<file path="config.mk">
export PLATFORM = sky130hd
export DESIGN_NAME = decode_top
export DESIGN_NICKNAME = d
export VERILOG_FILES = /design/src/source/decode_pkg.sv /design/src/source/base_decoder.sv /design/src/source/compress_decoder.sv /design/src/source/decode_stage.sv /design/src/source/decode_top.sv
export SDC_FILE = /design/constraint.sdc
export NUM_CORES = 1
export LEC_CHECK = 0
export ABC_AREA = 1
export BUFFER_PORTS_ARGS = -buffer_cell sky130_fd_sc_hd__buf_2
export CORE_AREA = 5 5 176 178
export DETAILED_ROUTE_END_ITERATION = 12
export DIE_AREA = 0 0 181 183
export MAX_ROUTING_LAYER = met4
export PLACE_DENSITY = 0.61
export SLEW_MARGIN = 40
export SYNTH_ARGS = -nofsm -noshare
export SYNTH_HDL_FRONTEND = slang
export SYNTH_SLANG_ARGS = --single-unit
</file>
<file path="constraint.sdc">
create_clock -name clock -period 5.4 [get_ports clock]
set_input_delay 1.08 -clock clock [delete_from_list [all_inputs] [get_ports clock]]
set_output_delay 1.08 -clock clock [all_outputs]
set_load 0.05 [all_outputs]
</file>
<file path="src/source/decode_pkg.sv">
package decode_pkg;

    localparam int xlen = 32;
    localparam int reg_addr_bits = 5;

    // base opcodes.
    localparam logic [6:0] opcode_lui = 7'b0110111;
    localparam logic [6:0] opcode_auipc = 7'b0010111;
    localparam logic [6:0] opcode_jal = 7'b1101111;
    localparam logic [6:0] opcode_jalr = 7'b1100111;
    localparam logic [6:0] opcode_branch = 7'b1100011;
    localparam logic [6:0] opcode_load = 7'b0000011;
    localparam logic [6:0] opcode_store = 7'b0100011;
    localparam logic [6:0] opcode_op_imm = 7'b0010011;
    localparam logic [6:0] opcode_op = 7'b0110011;
    localparam logic [6:0] opcode_system = 7'b1110011;

    localparam logic [6:0] funct7_alt = 7'b0100000; // sub and sra.

    localparam logic [1:0] quadrant_c1 = 2'b01;
    localparam logic [1:0] quadrant_c2 = 2'b10;
    localparam logic [1:0] quadrant_base = 2'b11; // not compressed.

    localparam logic [2:0] cfunct3_addi = 3'b000;
    localparam logic [2:0] cfunct3_li = 3'b010;
    localparam logic [2:0] cfunct3_j = 3'b101;
    localparam logic [2:0] cfunct3_cr = 3'b100; // jr, mv, jalr, add.

    localparam logic [reg_addr_bits-1:0] reg_zero = 5'd0;
    localparam logic [reg_addr_bits-1:0] reg_ra = 5'd1;
    localparam logic [reg_addr_bits-1:0] reg_t0 = 5'd5; // alternate link.

    localparam logic [3:0] except_illegal_instruction = 4'd2;
    localparam logic [3:0] except_breakpoint = 4'd3;
    localparam logic [3:0] except_env_call_mach = 4'd11;

    typedef enum logic [3:0] {
        alu_add, alu_sub, alu_sll, alu_slt, alu_sltu,
        alu_xor, alu_srl, alu_sra, alu_or, alu_and
    } alu_op_type;

    typedef enum logic [2:0] {
        bcu_none, bcu_beq, bcu_bne, bcu_blt, bcu_bge, bcu_bltu, bcu_bgeu
    } bcu_op_type;

    typedef enum logic [3:0] {
        lsu_none, lsu_lb, lsu_lh, lsu_lw, lsu_lbu, lsu_lhu, lsu_sb, lsu_sh, lsu_sw
    } lsu_op_type;

    typedef struct packed {
        logic [6:0] funct7;
        logic [reg_addr_bits-1:0] rs2;
        logic [reg_addr_bits-1:0] rs1;
        logic [2:0] funct3;
        logic [reg_addr_bits-1:0] rd;
        logic [6:0] opcode;
    } base_instr_type;

    // compressed word sits in the low half.
    typedef struct packed {
        logic [15:0] upper;
        logic [2:0] funct3;
        logic b12;
        logic [4:0] high;  // rd or rs1.
        logic [4:0] low;   // rs2.
        logic [1:0] quadrant;
    } compress_instr_type;

    typedef union packed {
        base_instr_type base;
        compress_instr_type compress;
    } instr_word_type;

    typedef struct packed {
        logic [xlen-1:0] pc;
        instr_word_type instr;
        logic taken;
        logic valid;
    } fetch_type;

    typedef struct packed {
        logic jump;
        logic [xlen-1:0] address;
        logic load;
        logic [reg_addr_bits-1:0] waddr;
        logic stall;
    } execute_type;

    typedef struct packed {
        logic [xlen-1:0] imm;
        logic wren;
        logic rden1;
        logic rden2;
        logic [reg_addr_bits-1:0] waddr;
        logic [reg_addr_bits-1:0] raddr1;
        logic [reg_addr_bits-1:0] raddr2;
        logic lui;
        logic auipc;
        logic jal;
        logic jalr;
        logic branch;
        logic load;
        logic store;
        logic ecall;
        logic ebreak;
        alu_op_type alu_op;
        bcu_op_type bcu_op;
        lsu_op_type lsu_op;
        logic valid;
    } decoder_out_type;

    typedef struct packed {
        logic [xlen-1:0] pc;
        logic [xlen-1:0] npc;
        logic [xlen-1:0] imm;
        logic wren;
        logic rden1;
        logic rden2;
        logic [reg_addr_bits-1:0] waddr;
        logic [reg_addr_bits-1:0] raddr1;
        logic [reg_addr_bits-1:0] raddr2;
        logic lui;
        logic auipc;
        logic jal;
        logic jalr;
        logic branch;
        logic load;
        logic store;
        logic ecall;
        logic ebreak;
        alu_op_type alu_op;
        bcu_op_type bcu_op;
        lsu_op_type lsu_op;
        logic valid;
        logic taken;
        logic return_push;
        logic return_pop;
        logic jump_uncond;
        logic jump_rest;
        logic exception;
        logic [3:0] ecause;
        logic [xlen-1:0] etval;
    } decode_out_type;

    localparam decode_out_type init_decode_out = '0;

endpackage

</file>
<file path="src/source/base_decoder.sv">
module base_decoder (
    input decode_pkg::instr_word_type instr,
    output decode_pkg::decoder_out_type result
);

    logic [decode_pkg::xlen-1:0] imm_i;
    logic [decode_pkg::xlen-1:0] imm_s;
    logic [decode_pkg::xlen-1:0] imm_b;
    logic [decode_pkg::xlen-1:0] imm_u;
    logic [decode_pkg::xlen-1:0] imm_j;
    logic alt;

    function automatic decode_pkg::alu_op_type alu_from_funct3(
        input logic [2:0] funct3,
        input logic alt_op
    );
        case (funct3)
            3'b000: return alt_op ? decode_pkg::alu_sub : decode_pkg::alu_add;
            3'b001: return decode_pkg::alu_sll;
            3'b010: return decode_pkg::alu_slt;
            3'b011: return decode_pkg::alu_sltu;
            3'b100: return decode_pkg::alu_xor;
            3'b101: return alt_op ? decode_pkg::alu_sra : decode_pkg::alu_srl;
            3'b110: return decode_pkg::alu_or;
            default: return decode_pkg::alu_and;
        endcase
    endfunction

    assign imm_i = {{20{instr[31]}}, instr[31:20]};
    assign imm_s = {{20{instr[31]}}, instr[31:25], instr[11:7]};
    assign imm_b = {{19{instr[31]}}, instr[31], instr[7], instr[30:25], instr[11:8], 1'b0};
    assign imm_u = {instr[31:12], 12'b0};
    assign imm_j = {{11{instr[31]}}, instr[31], instr[19:12], instr[20], instr[30:21], 1'b0};

    assign alt = (instr.base.funct7 == decode_pkg::funct7_alt);

    always_comb begin
        result = '0;
        result.alu_op = decode_pkg::alu_add;
        result.bcu_op = decode_pkg::bcu_none;
        result.lsu_op = decode_pkg::lsu_none;

        case (instr.base.opcode)
            decode_pkg::opcode_lui: begin
                {result.wren, result.lui, result.valid} = 3'b111;
                result.imm = imm_u;
            end
            decode_pkg::opcode_auipc: begin
                {result.wren, result.auipc, result.valid} = 3'b111;
                result.imm = imm_u;
            end
            decode_pkg::opcode_jal: begin
                {result.wren, result.jal, result.valid} = 3'b111;
                result.imm = imm_j;
            end
            decode_pkg::opcode_jalr: begin
                {result.wren, result.rden1, result.jalr} = 3'b111;
                result.imm = imm_i;
                result.valid = (instr.base.funct3 == 3'b000);
            end
            decode_pkg::opcode_branch: begin
                {result.rden1, result.rden2, result.branch} = 3'b111;
                result.imm = imm_b;
                result.valid = 1;
                case (instr.base.funct3)
                    3'b000: result.bcu_op = decode_pkg::bcu_beq;
                    3'b001: result.bcu_op = decode_pkg::bcu_bne;
                    3'b100: result.bcu_op = decode_pkg::bcu_blt;
                    3'b101: result.bcu_op = decode_pkg::bcu_bge;
                    3'b110: result.bcu_op = decode_pkg::bcu_bltu;
                    3'b111: result.bcu_op = decode_pkg::bcu_bgeu;
                    default: result.valid = 0;
                endcase
            end
            decode_pkg::opcode_load: begin
                {result.wren, result.rden1, result.load} = 3'b111;
                result.imm = imm_i;
                result.valid = 1;
                case (instr.base.funct3)
                    3'b000: result.lsu_op = decode_pkg::lsu_lb;
                    3'b001: result.lsu_op = decode_pkg::lsu_lh;
                    3'b010: result.lsu_op = decode_pkg::lsu_lw;
                    3'b100: result.lsu_op = decode_pkg::lsu_lbu;
                    3'b101: result.lsu_op = decode_pkg::lsu_lhu;
                    default: result.valid = 0;
                endcase
            end
            decode_pkg::opcode_store: begin
                {result.rden1, result.rden2, result.store} = 3'b111;
                result.imm = imm_s;
                result.valid = 1;
                case (instr.base.funct3)
                    3'b000: result.lsu_op = decode_pkg::lsu_sb;
                    3'b001: result.lsu_op = decode_pkg::lsu_sh;
                    3'b010: result.lsu_op = decode_pkg::lsu_sw;
                    default: result.valid = 0;
                endcase
            end
            decode_pkg::opcode_op_imm: begin
                {result.wren, result.rden1} = 2'b11;
                result.imm = imm_i;
                // only shifts constrain funct7, and only srai may set it.
                result.alu_op = alu_from_funct3(instr.base.funct3, alt);
                case (instr.base.funct3)
                    3'b001: result.valid = (instr.base.funct7 == 7'b0);
                    3'b101: result.valid = (instr.base.funct7 == 7'b0) || alt;
                    default: begin
                        result.valid = 1;
                        result.alu_op = alu_from_funct3(instr.base.funct3, 1'b0);
                    end
                endcase
            end
            decode_pkg::opcode_op: begin
                {result.wren, result.rden1, result.rden2} = 3'b111;
                result.alu_op = alu_from_funct3(instr.base.funct3, alt);
                result.valid = (instr.base.funct7 == 7'b0) ||
                    (alt && (instr.base.funct3 == 3'b000 || instr.base.funct3 == 3'b101));
            end
            decode_pkg::opcode_system: begin
                if (instr[31:7] == 25'b0) begin
                    {result.ecall, result.valid} = 2'b11;
                end else if (instr[31:20] == 12'h001 && instr[19:7] == 13'b0) begin
                    {result.ebreak, result.valid} = 2'b11;
                end
            end
            default: result.valid = 0;
        endcase

        // unused address fields read as zero.
        result.waddr = result.wren ? instr.base.rd : decode_pkg::reg_zero;
        result.raddr1 = result.rden1 ? instr.base.rs1 : decode_pkg::reg_zero;
        result.raddr2 = result.rden2 ? instr.base.rs2 : decode_pkg::reg_zero;
    end

endmodule

</file>
<file path="src/source/compress_decoder.sv">
module compress_decoder (
    input decode_pkg::instr_word_type instr,
    output decode_pkg::decoder_out_type result
);

    logic [decode_pkg::xlen-1:0] imm_ci;
    logic [decode_pkg::xlen-1:0] imm_cj;
    logic high_zero;
    logic low_zero;

    // six bit immediate of c.li and c.addi.
    assign imm_ci = {{26{instr.compress.b12}}, instr.compress.b12, instr.compress.low};

    assign imm_cj = {{20{instr[12]}}, instr[12], instr[8], instr[10:9], instr[6], instr[7],
                     instr[2], instr[11], instr[5:3], 1'b0};

    assign high_zero = (instr.compress.high == decode_pkg::reg_zero);
    assign low_zero = (instr.compress.low == decode_pkg::reg_zero);

    always_comb begin
        result = '0;
        result.alu_op = decode_pkg::alu_add;
        result.bcu_op = decode_pkg::bcu_none;
        result.lsu_op = decode_pkg::lsu_none;

        if (instr.compress.quadrant == decode_pkg::quadrant_c1) begin
            case (instr.compress.funct3)
                decode_pkg::cfunct3_addi: begin // addi rd, rd, imm.
                    {result.wren, result.rden1, result.valid} = 3'b111;
                    result.waddr = instr.compress.high;
                    result.raddr1 = instr.compress.high;
                    result.imm = imm_ci;
                end
                decode_pkg::cfunct3_li: begin   // addi rd, x0, imm.
                    {result.wren, result.rden1, result.valid} = 3'b111;
                    result.waddr = instr.compress.high;
                    result.imm = imm_ci;
                end
                decode_pkg::cfunct3_j: begin    // jal x0, offset.
                    {result.wren, result.jal, result.valid} = 3'b111;
                    result.imm = imm_cj;
                end
                default: result.valid = 0;
            endcase
        end else if (instr.compress.quadrant == decode_pkg::quadrant_c2 &&
                     instr.compress.funct3 == decode_pkg::cfunct3_cr) begin
            if (!low_zero) begin
                // mv is add rd, x0, rs2. add is add rd, rd, rs2.
                {result.wren, result.rden1, result.rden2, result.valid} = 4'b1111;
                result.waddr = instr.compress.high;
                result.raddr1 = instr.compress.b12 ? instr.compress.high : decode_pkg::reg_zero;
                result.raddr2 = instr.compress.low;
            end else if (!high_zero) begin
                // jr links to x0, jalr to x1.
                {result.wren, result.rden1, result.jalr, result.valid} = 4'b1111;
                result.waddr = instr.compress.b12 ? decode_pkg::reg_ra : decode_pkg::reg_zero;
                result.raddr1 = instr.compress.high;
            end
        end
    end

endmodule

</file>
<file path="src/source/decode_stage.sv">
module decode_stage (
    input logic clock,
    input logic reset,
    input decode_pkg::fetch_type fetch,
    input decode_pkg::execute_type execute,
    input logic flush,
    output decode_pkg::instr_word_type instr,
    input decode_pkg::decoder_out_type base_result,
    input decode_pkg::decoder_out_type compress_result,
    output logic stall,
    output logic clear,
    output decode_pkg::decode_out_type y,
    output decode_pkg::decode_out_type q
);

    decode_pkg::decoder_out_type dec;
    decode_pkg::decode_out_type v;
    decode_pkg::decode_out_type r;
    logic [decode_pkg::xlen-1:0] step;
    logic link_waddr;
    logic link_raddr1;
    logic hazard;
    logic mispredict;

    assign instr = fetch.instr;

    always_comb begin
        dec = compress_result.valid ? compress_result : base_result;
        step = (fetch.instr.compress.quadrant == decode_pkg::quadrant_base) ? 4 : 2;

        v = decode_pkg::init_decode_out;
        v.pc = fetch.pc;
        v.npc = fetch.pc + step;
        v.taken = fetch.taken;
        v.imm = dec.imm;
        v.wren = dec.wren;
        v.rden1 = dec.rden1;
        v.rden2 = dec.rden2;
        v.waddr = dec.waddr;
        v.raddr1 = dec.raddr1;
        v.raddr2 = dec.raddr2;
        v.lui = dec.lui;
        v.auipc = dec.auipc;
        v.jal = dec.jal;
        v.jalr = dec.jalr;
        v.branch = dec.branch;
        v.load = dec.load;
        v.store = dec.store;
        v.ecall = dec.ecall;
        v.ebreak = dec.ebreak;
        v.alu_op = dec.alu_op;
        v.bcu_op = dec.bcu_op;
        v.lsu_op = dec.lsu_op;
        v.valid = dec.valid;

        // return address stack hints, x1 and x5 are links.
        link_waddr = (dec.waddr == decode_pkg::reg_ra) || (dec.waddr == decode_pkg::reg_t0);
        link_raddr1 = (dec.raddr1 == decode_pkg::reg_ra) || (dec.raddr1 == decode_pkg::reg_t0);

        if (v.jal) begin
            if (link_waddr) begin
                v.return_push = 1;
            end else if (dec.waddr == decode_pkg::reg_zero) begin
                v.jump_uncond = 1;
            end else begin
                v.jump_rest = 1;
            end
        end

        if (v.jalr) begin
            if (!link_waddr && link_raddr1) begin
                v.return_pop = 1;
            end else if (link_waddr && !link_raddr1) begin
                v.return_push = 1;
            end else if (link_waddr && link_raddr1) begin
                v.return_push = 1;
                v.return_pop = (dec.waddr != dec.raddr1); // coroutine swap.
            end else begin
                v.jump_rest = 1;
            end
        end

        if (!v.valid) begin
            v.exception = 1;
            v.ecause = decode_pkg::except_illegal_instruction;
            v.etval = fetch.instr;
        end else if (v.ebreak) begin
            v.exception = 1;
            v.ecause = decode_pkg::except_breakpoint;
            v.etval = fetch.instr;
        end else if (v.ecall) begin
            v.exception = 1;
            v.ecause = decode_pkg::except_env_call_mach;
            v.etval = fetch.instr;
        end

        // load-use against the instruction in execute.
        hazard = fetch.valid && execute.load &&
            ((v.rden1 && execute.waddr == v.raddr1) || (v.rden2 && execute.waddr == v.raddr2));

        mispredict = (execute.jump != fetch.taken) ||
            (execute.jump && fetch.taken && execute.address != fetch.pc);
        clear = flush || mispredict;
        stall = hazard && !clear;

        if (hazard || execute.stall || clear || !fetch.valid) begin
            {v.wren, v.lui, v.auipc, v.jal, v.jalr, v.branch} = '0;
            {v.load, v.store, v.ecall, v.ebreak, v.valid, v.taken} = '0;
            {v.return_push, v.return_pop, v.jump_uncond, v.jump_rest, v.exception} = '0;
        end

        y = v;
    end

    always_ff @(posedge clock) begin
        if (!reset) begin
            r <= decode_pkg::init_decode_out;
        end else begin
            r <= v;
        end
    end

    assign q = r;

endmodule

</file>
<file path="src/source/decode_top.sv">
module decode_top (
    input logic clock,
    input logic reset,
    input decode_pkg::fetch_type fetch,
    input decode_pkg::execute_type execute,
    input logic flush,
    output logic stall,
    output logic clear,
    output decode_pkg::decode_out_type y,
    output decode_pkg::decode_out_type q
);

    decode_pkg::instr_word_type instr;
    decode_pkg::decoder_out_type base_result;
    decode_pkg::decoder_out_type compress_result;

    base_decoder i_base_decoder (
        .instr(instr),
        .result(base_result)
    );

    compress_decoder i_compress_decoder (
        .instr(instr),
        .result(compress_result)
    );

    // both decoders see the same word, the stage picks one.
    decode_stage i_decode_stage (
        .clock(clock),
        .reset(reset),
        .fetch(fetch),
        .execute(execute),
        .flush(flush),
        .instr(instr),
        .base_result(base_result),
        .compress_result(compress_result),
        .stall(stall),
        .clear(clear),
        .y(y),
        .q(q)
    );

endmodule

</file>
==> impl_results.md, run 1 <==
* Hold Path Class: in2reg
* Pwr dens at roughly 320 nW/um2
* CP Launch Type: input pin
* Critical path class: in2out
* Synth cell types at 51
* Root buffer cell: clkbuf_16
* Area growth, synth to finish at 36.2%
* Die footprint at between 30000 and 40000 um2
* Slew HR at 0.500
* Nets at around 1700
* GP Congestion at around 0.96
* Initial antenna violation count at 2
* Final ANT Viol Nets at 0
* Layout cells sized above 1 at 0.365
* Ports at about 470
* CTS resizes at 0
* Max Slew Vio Count at 0
* Post-synth EDFFs at 0
* DRC at 0
* Post-Syn Area per Cell at 7.12 um2
* Largest net degree at the start of global routing at 55
* Die W at 181 um
* Total power at ~3.6 mW
* Max-Cap Viols at 0
* Asr flop ratio synth at 0
* Yosys reg bits at 175
* Yosys Warn Count at 0
* Setup TNS Final at 0 ps
* Maximum clock insertion buffer count at 2
* Max reg flops at between 150 and 200
* Global route overflow at 0
* Status: finished, final reports clean
* Core area at 29200 um2
* Peak supply drop at between 0.15 and 0.2 mV
* Total CTS buffers at 17
* Vias in the first global route at around 8900
* CP Data Required Time at ~4300 ps
* Post-synthesis sequential area ratio at 0.416
* Crit share post-route at 0.888
* Lkg Pwr at between 6 and 7 nW
* Row cnt at 63
* Port-buffer cells at around 460
* Clk sinks at between 150 and 200
* Post-synthesis cell count at roughly 1200
* First-pass GRT wire length at between 50000 and 60000 um
* Fin. Hold Viols at 0
* Via count at 9255
* WL final at approximately 38000 um
* Drt wl/cell at around 19 um
* Clock-pin slew on the worst setup and hold paths at about 70 ps
* TritonCTS clock tree: done
* Post-CTS Hold Fix Bufs at 0
* H-tree depth at 4
* DP HPWL at just over 30000 um
* Syn Std Cell Area at approximately 8400 um2
* Die height at 183 um
* Via/cell ratio at between 4 and 5
* Initial DRC Count at between 600 and 700
* Fmax at 208 MHz
* Commonest register cell after synthesis: dfxtp_1
* Initial core utilization at 0.288
* Drt first pass iters at 6
* Total GRT Usage at 0.224
* RSZ-0062 raised after global routing: no
* Crit path DAT at 3720 ps
* CP Capture Type: output port
* Worst-margin pin slew at 743 ps
* Post-CTS setup buffer count at 0
* Tmin final at between 4000 and 5000 ps
* Crit path max fanout at 16
* Final setup vio count at 0
[cell families (layout without fill, tap and decap cells)]
family,Yosys count,count (layout),share of synthesized area
AO/OA/AOI/OAI,90,90,0.0649
AND/OR/NAND/NOR,594,594,0.327
flip-flops,175,175,0.416
other,1,4,0.000445
buffers and inverters,279,710,0.145
XOR/XNOR,42,42,0.0437
adder cells (fa/ha/maj),2,2,0.00297
[power by group]
part / leakage (nW) / switching (mW) / total [mW] / internal (mW)
clock network: 0.292 / 0.588 / 1.34 / 0.752
registers: 1.44 / 0.0119 / 1.35 / 1.34
logic: 4.89 / 0.738 / 0.923 / 0.184
total: 6.62 / 1.34 / 3.62 / 2.28
[per-stage QoR]
step / instance area (um2) / instances / hold slack, ps / setup WS (ps) / utilization
6_report: 11500 / 2007 / 876 / 602 / 0.392
3_3_place_gp: 10800 / 1973 / 1310 / 562 / 0.371
4_1_cts: 11500 / 2005 / 854 / 609 / 0.392
2_1_floorplan: 8430 / 1184 / 1170 / 331 / -
3_5_place_dp: 10800 / 1973 / 1320 / 615 / 0.371
5_1_grt: 11500 / 2007 / 879 / 397 / 0.392
[cells in the mapped netlist, types with 2 or more instances]
cell / n / share of area
inv_2: 17 / 0.0076
nor4_1: 7 / 0.0052
buf_4: 41 / 0.037
o21ai_0: 11 / 0.0065
nor2_1: 189 / 0.084
nand4_1: 13 / 0.0097
nor3_2: 10 / 0.012
xor2_1: 26 / 0.027
a211oi_1: 2 / 0.0018
o21ai_2: 4 / 0.0042
dfxtp_1: 175 / 0.42
a21oi_1: 41 / 0.024
inv_1: 193 / 0.086
nor3_4: 3 / 0.0058
nor2_2: 11 / 0.0082
nand3_1: 54 / 0.032
nor2_4: 6 / 0.0080
buf_2: 4 / 0.0024
nand2_2: 18 / 0.013
o21ai_1: 4 / 0.0024
nand3_2: 4 / 0.0048
clkbuf_1: 16 / 0.0071
ha_1: 2 / 0.0030
buf_1: 5 / 0.0022
nand2_1: 223 / 0.099
o211ai_1: 6 / 0.0053
o221ai_1: 5 / 0.0052
nand3_4: 2 / 0.0042
nor3_1: 38 / 0.023
or2_2: 5 / 0.0037
a31oi_1: 11 / 0.0082
nand2_4: 3 / 0.0040
xnor2_1: 16 / 0.017
[worst max-delay path: stages]
cell,delay (ps)
buf_2,120
nand2_2,190
inv_2,130
nand2_1,180
nor2_2,110
nor2_2,200
inv_2,80
nor2_1,230
inv_2,100
nor2_4,150
nand2_2,140
inv_2,80
nor2_1,50
nor2_2,520
nand2_1,120
buf_2,250
[layout by cell type (no fill, tap or decap), types with 5 or more instances in the layout]
master / count
o21ai_2: 5
nand2_1: 223
nand4_1: 13
clkbuf_16: 17
xor2_1: 26
nor3_1: 38
buf_2: 462
nand2_2: 18
nand3_1: 54
nor3_2: 10
or2_2: 5
nor2_2: 11
xnor2_1: 16
inv_1: 192
a21oi_1: 41
nor4_1: 7
o211ai_1: 6
nor2_4: 6
dfxtp_1: 175
inv_2: 17
a31oi_1: 11
inv_6: 6
o221ai_1: 5
o21ai_0: 10
nor2_1: 189
[layout make-up]
| type | instances | area [um2] |
|---|---|---|
| inverter | 211 | 793 |
| sequential | 175 | 3500 |
| multi-input combinational | 730 | 3700 |
| fill | 3136 | 17800 |
| clock buffer | 19 | 443 |
| clock inverter | 13 | 174 |
| timing repair buffer | 467 | 2360 |
| tap | 390 | 488 |
| antenna | 2 | 5.00 |
[layer usage]
layer / part of all wire / vias to the layer above / track usage
met5: 0 / - / -
met4: 0.028 / 0 / 0.0775
met3: 0.077 / 61 / 0.0573
met2: 0.45 / 413 / 0.339
met1: 0.44 / 4348 / 0.292
li1: - / 4433 / -
[final timing paths]
check                 startpoint               endpoint  depth (start not counted)
worst min-delay path   fetch[34]  i_decode_stage.q[113]                          3
worst max-delay path    fetch[2]                 y[106]                         16
Power figures use the tool's default switching activity.
==> run 2, diff against run 1 <==
--- a/config.mk
+++ b/config.mk
@@ -5,13 +5,12 @@
 export SDC_FILE = /design/constraint.sdc
 export NUM_CORES = 1
 export LEC_CHECK = 0
-export ABC_AREA = 1
 export BUFFER_PORTS_ARGS = -buffer_cell sky130_fd_sc_hd__buf_2
-export CORE_AREA = 5 5 176 178
+export CORE_AREA = 5 5 177 179
 export DETAILED_ROUTE_END_ITERATION = 12
-export DIE_AREA = 0 0 181 183
+export DIE_AREA = 0 0 182 184
 export MAX_ROUTING_LAYER = met4
-export PLACE_DENSITY = 0.61
+export PLACE_DENSITY = 0.59
 export SLEW_MARGIN = 40
 export SYNTH_ARGS = -nofsm -noshare
 export SYNTH_HDL_FRONTEND = slang
==> impl_results.md, run 2 <==
* Status: finished, final reports clean
* DP HPWL at 31600 um (+3.3%)
* CP Capture Type: output port
* Placed Cells at 1698 (-14%)
* Final setup margin at 167 ps (-435 ps)
* Via/cell ratio at 4.69 (+1.7%)
* CP delay by family, top: simple AND/OR/NAND/NOR gates
* Finished Cell Area at 11400 um2 (-0.59%)
* Crit path DAT at 4150 ps (+430 ps)
* Most frequent cell after synthesis: dfxtp_1
* Fmax at 191 MHz (-8.3%)
* Share of the synthesized area in the top cell type at 0.437 (+0.0214)
* Die footprint at 33500 um2 (+1.1%)
* TritonCTS clock tree: done
* Largest family of logic cells by synthesized area: simple AND/OR/NAND/NOR gates
* H-tree depth at 4 (unchanged)
* Max reg flops at 175 (unchanged)
* Worst-path cell chain: buf_2 > or4_1 > or4_1 > a21o_1 > a2111o_1 > nor4_1 > buf_4 > nor3_1 > buf_2
* Initial antenna violation count at 2 (unchanged)
* Critical path class: in2out
* Core area at 29400 um2 (+0.54%)
* Gate power share at 0.256 (about the same)
* Area after DPL at 10800 um2 (-0.44%)
* Sequential group share of total power at 0.382 (+0.008)
* Initial core utilization at 0.272 (-0.0155)
* Cell-internal power at 2.27 mW (-0.34%)
* DRC at 0 (unchanged)
* RSZ-0062 raised after global routing: no
* Clock-pin slew on the worst setup and hold paths at 60 ps (about the same)
* Hold_sp: fetch[1]
* Sw Ratio at 0.358 (-0.0117)
* Synth area leaders: dfxtp_1, and2_1, xor2_1
* Largest net degree at the start of global routing at 120 (+120%)
* Ports at 465 (unchanged)
* Synth Area in Simple Gates at 0.321 (-0.00524)
* Maximum clock insertion buffer count at 2 (unchanged)
* Post-synth EDFFs at 0 (unchanged)
* Post-synthesis sequential area ratio at 0.437 (+0.0214)
* Final setup vio count at 0 (unchanged)
* Fin. Hold Viols at 0 (unchanged)
* Via count at 8115 (-12%)
* CTS resizes at 0 (unchanged)
* Yosys Warn Count at 0 (unchanged)
* Hold Path Depth at 3 (unchanged)
* Lkg Pwr at 5.97 nW (-9.8%)
* GP Congestion at 0.932 (-3.0%)
* Post-Place Setup Slack at 105 ps (-510 ps)
* Commonest register cell after synthesis: dfxtp_1
* Crit path max fanout at 6 (-10)
* Max Slew Vio Count at 0 (unchanged)
* CP Data Required Time at 4320 ps (about the same)
* Hold Path Class: in2reg
* Peak supply drop at 0.163 mV (-6.3%)
* Area growth, synth to finish at 42.3%
* Total power at 3.54 mW (-2.2%)
* Worst Hold End: i_decode_stage.q[41]
* Crit share post-route at 0.969 (+0.0805)
* Complex-gate fraction of the synthesized area at 0.0848 (+0.0199)
* Synth cell types at 70 (+37%)
* Total CTS buffers at 17 (unchanged)
* Final ANT Viol Nets at 0 (unchanged)
* Syn Std Cell Area at 8010 um2 (-4.9%)
* Synth cell count leaders: dfxtp_1, and2_1, nand2_1
* Drt first pass iters at 7 (+1)
* Fin util at 0.388 (-0.00440)
* First-pass GRT wire length at 55500 um (+0.45%)
* Cell type with the highest aggregate area in the netlist: dfxtp_1
* Max-Cap Viols at 0 (unchanged)
* Layout cells sized above 1 at 0.432 (+0.0670)
* Vias in the first global route at 8170 (-8.3%)
* Nets at 1438 (-16%)
* Die W at 182 um (+0.55%)
* Most common cell after layout, fill and taps aside: buf_2
* Drt wl/cell at 22.7 um (+21%)
* Proportion of synthesized area in mux cells at 0 (unchanged)
* CP Launch Type: input pin
* Most frequent cells in the layout: buf_2, dfxtp_1, and2_1
* Crit. path cell count at 9 (-7)
* Row cnt at 63 (unchanged)
* WL final at 39200 um (+4.2%)
* Root buffer cell: clkbuf_16
* Clk sinks at 175 (unchanged)
* Initial DRC Count at 633 (-8.3%)
* Port-buffer cells at 462 (unchanged)
* Tmin final at 5230 ps (+435 ps)
* Total GRT Usage at 0.231 (+0.00697)
* Crit path buf inv count at 3 (-3)
* Pwr dens at 310 nW/um2 (-1.6%)
* Final Instance Count excl. Fillers at 1731 (-14%)
* Worst-margin pin slew at 860 ps (+116 ps)
* Sw Pwr at 1.27 mW (-5.3%)
* Clock Power Share at 0.362 (-0.009)
* Slowest stage delay, CP at 620 ps (+100 ps)
* Post-CTS setup buffer count at 0 (unchanged)
* Asr flop ratio synth at 0 (unchanged)
* Hold WS at 908 ps (+31.8 ps)
* Post-synthesis cell count at 900 (-24%)
* Slowest CP cell: or4_1
* Die height at 184 um (+0.55%)
* Setup TNS Final at 0 ps (unchanged)
* Post-CTS Hold Fix Bufs at 0 (unchanged)
* Xor-xnor portion of the synthesized cell area at 0.0787 (+0.0350)
* Post-synthesis adder-cell area fraction at 0.00312 (+0.000153)
* Yosys reg bits at 175 (unchanged)
* Global route overflow at 0 (unchanged)
* Slew HR at 0.427 (-0.0731)
* Post-Syn Area per Cell at 8.90 um2 (+25%)
[run 2: cell types whose count changed after synthesis, sizes merged, moves of 16 or more]
cell	delta
a21o	+16
nor3	-21
xor2	+20
nand2	-181
inv	-194
and3	+56
nor2	-177
a21oi	-24
and2	+150
nor4	+19
clkbuf	+38
nand3	-35
[run 2: cell type report]
cell class,instances,area (um2)
clock buffers,19,453
flip-flops and latches,175,3500
well taps,390,488
clock inverters,12,148
diodes,2,5.00
repair buffers,507,2720
inverters,16,60.1
fillers,3096,18000
multi-input cells,610,4030
[run 2: cell families (layout without fill, tap and decap cells)]
family / count (synthesis) / count (layout)
fa+ha+maj: 2 / 2
flops: 175 / 175
xor+xnor: 72 / 72
simple gates: 444 / 444
buf+inv: 116 / 554
compound gates: 90 / 90
other cells: 1 / 4
[run 2: worst max-delay path by stage]
stage          startpoint  endpoint  slack (ps)
6_report        fetch[10]     y[42]         170
3_3_place_gp    fetch[10]     y[42]         110
5_1_grt         fetch[10]     y[42]          60
2_1_floorplan    fetch[4]     y[36]        -240
3_5_place_dp    fetch[10]     y[42]         100
4_1_cts         fetch[10]     y[42]         100
[run 2: power groups by stage]
stage                     combinational, mW  clock (mW)  sequential, mW
after floorplan                       0.445           0            1.56
after global placement                0.910           0            1.38
after detailed placement              0.910           0            1.38
after CTS                             0.913        1.32            1.35
after global routing                  0.948        1.37            1.36
final                                 0.906        1.28            1.35
[run 2: routing by layer]
layer	routed length (um)	share of wire	vias to the layer above	global-route usage
met3	3140	0.080	44	0.0588
met1	15300	0.39	3793	0.263
met2	19700	0.50	407	0.397
li1	-	-	3871	-
met5	0	0	-	-
met4	1110	0.028	0	0.0760
==> run 3, diff against run 2 <==
--- a/config.mk
+++ b/config.mk
@@ -6,11 +6,11 @@
 export NUM_CORES = 1
 export LEC_CHECK = 0
 export BUFFER_PORTS_ARGS = -buffer_cell sky130_fd_sc_hd__buf_2
-export CORE_AREA = 5 5 177 179
+export CORE_AREA = 3 3 180 182
 export DETAILED_ROUTE_END_ITERATION = 12
-export DIE_AREA = 0 0 182 184
+export DIE_AREA = 0 0 183 185
 export MAX_ROUTING_LAYER = met4
-export PLACE_DENSITY = 0.59
+export PLACE_DENSITY = 0.57
 export SLEW_MARGIN = 40
 export SYNTH_ARGS = -nofsm -noshare
 export SYNTH_HDL_FRONTEND = slang
==> impl_results.md, run 3 (same netlist as run 2, synthesis figures left out) <==
* Most common cell after layout, fill and taps aside: buf_2
* Final ANT Viol Nets at 0 (unchanged)
* Fmax at 193 MHz (+0.74%)
* Hold WS at 895 ps (-13.3 ps)
* Sw Ratio at 0.366 (+0.00710)
* WL final at 38100 um (-2.9%)
* Post-CTS setup buffer count at 0 (unchanged)
* Initial core utilization at 0.260 (-0.0119)
* Clock-pin slew on the worst setup and hold paths at 60 ps (about the same)
* Total GRT Usage at 0.221 (-0.00952)
* GP Congestion at 0.893 (-4.1%)
* Port-buffer cells at 462 (unchanged)
* Root buffer cell: clkbuf_16
* Placed Cells at 1703 (+0.29%)
* Largest net degree at the start of global routing at 100 (-17%)
* Vias in the first global route at 7922 (-3.0%)
* Maximum clock insertion buffer count at 2 (unchanged)
* Core area at 30700 um2 (+4.6%)
* Lkg Pwr at 5.95 nW (-0.25%)
* Die W at 183 um (+0.55%)
* Initial DRC Count at 488 (-23%)
* Final Instance Count excl. Fillers at 1735 (+0.23%)
* Gate power share at 0.257 (about the same)
* First-pass GRT wire length at 53500 um (-3.6%)
* Critical path class: in2out
* Die height at 185 um (+0.54%)
* Most frequent cells in the layout: buf_2, dfxtp_1, and2_1
* CP Data Required Time at 4320 ps (about the same)
* RSZ-0062 raised after global routing: no
* Slew HR at 0.529 (+0.102)
* CTS resizes at 0 (unchanged)
* DRC at 0 (unchanged)
* Initial antenna violation count at 0 (-2)
* Via count at 8158 (+0.53%)
* Drt wl/cell at 22.0 um (-3.2%)
* Cell-internal power at 2.22 mW (-2.2%)
* Die footprint at 33900 um2 (+1.1%)
* Nets at 1437 (-0.070%)
* Max reg flops at 175 (unchanged)
* Final antenna diode count at 0 (-2)
* Post-CTS Hold Fix Bufs at 0 (unchanged)
* Fin. Hold Viols at 0 (unchanged)
* CP Launch Type: input pin
* Sw Pwr at 1.28 mW (+0.88%)
* Global route overflow at 0 (unchanged)
* Layout cells sized above 1 at 0.432 (unchanged)
* Peak supply drop at 0.185 mV (+14%)
* Crit path DAT at 4110 ps (-40 ps)
* Clk sinks at 175 (unchanged)
* Via/cell ratio at 4.70 (+0.30%)
* Crit share post-route at 0.962 (-0.00708)
* Status: finished, final reports clean
* Final setup vio count at 0 (unchanged)
* Ports at 465 (unchanged)
* Total CTS buffers at 17 (unchanged)
* Sequential group share of total power at 0.386 (+0.004)
* DP HPWL at 30400 um (-3.9%)
* Crit path max fanout at 6 (unchanged)
* Area growth, synth to finish at 41.6%
* CP Capture Type: output port
* Clock Power Share at 0.357 (-0.005)
* Max Slew Vio Count at 0 (unchanged)
* H-tree depth at 4 (unchanged)
* TritonCTS clock tree: done
* Drt first pass iters at 5 (-2)
* Max-Cap Viols at 0 (unchanged)
* Hold Path Class: in2reg
* Pwr dens at 308 nW/um2 (-0.59%)
* Worst-margin pin slew at 706 ps (-154 ps)
* Fin util at 0.369 (-0.0188)
* Tmin final at 5190 ps (-38.3 ps)
* Row cnt at 64 (+1.6%)
[run 3: changes by cell type in the layout (fill, tap and decap cells not counted), moves of 2 or more]
cell / change
clkinv_4: +5
buf_2: +3
buf_12: -2
buf_4: -2
clkinvlp_4: -2
diode_2: -2
inv_8: -2
[run 3: layout make-up]
type | count | area [um2]
Timing Repair Buffer | 506 | 2680
Clock inverter | 13 | 129
Multi-Input combinational cell | 610 | 4030
Sequential cell | 175 | 3500
Tap cell | 396 | 495
Fill cell | 3237 | 19400
Inverter | 16 | 60.1
Clock buffer | 19 | 453
[run 3: critical path, stage by stage]
cell	delay, ps
buf_2	100
or4_1	630
or4_1	650
a211o_1	390
and3_1	200
and3_1	140
o311a_1	370
nor4_2	230
buf_2	320
[run 3: through the flow]
stage	setup WS [ps]	total power, mW	TNS (ps)	area [um2]
after floorplan	-240	2.01	-1350	8110
after global placement	119	2.28	0	10800
after detailed placement	161	2.28	0	10800
after CTS	137	3.54	0	11300
after global routing	13.8	3.63	0	11300
final	206	3.50	0	11300
[run 3: worst paths after layout]
kind	startpoint	endpoint	slack (ps)	depth (start not counted)
worst max-delay path	fetch[4]	y[39]	210	9
worst min-delay path	fetch[1]	i_decode_stage.q[41]	890	3
[run 3: power by group through the flow]
stage | registers, mW | clock network [mW] | logic (mW)
after floorplan | 1.56 | 0 | 0.445
after global placement | 1.38 | 0 | 0.899
after detailed placement | 1.38 | 0 | 0.901
after CTS | 1.35 | 1.28 | 0.904
after global routing | 1.36 | 1.33 | 0.942
final | 1.35 | 1.25 | 0.900
[run 3: routing by layer]
metal | vias up | part of all wire | global-route usage
li1 | 3880 | - | -
met1 | 3855 | 0.42 | 0.263
met2 | 373 | 0.49 | 0.372
met3 | 50 | 0.073 | 0.0515
met4 | 0 | 0.020 | 0.0692
met5 | - | 0 | -
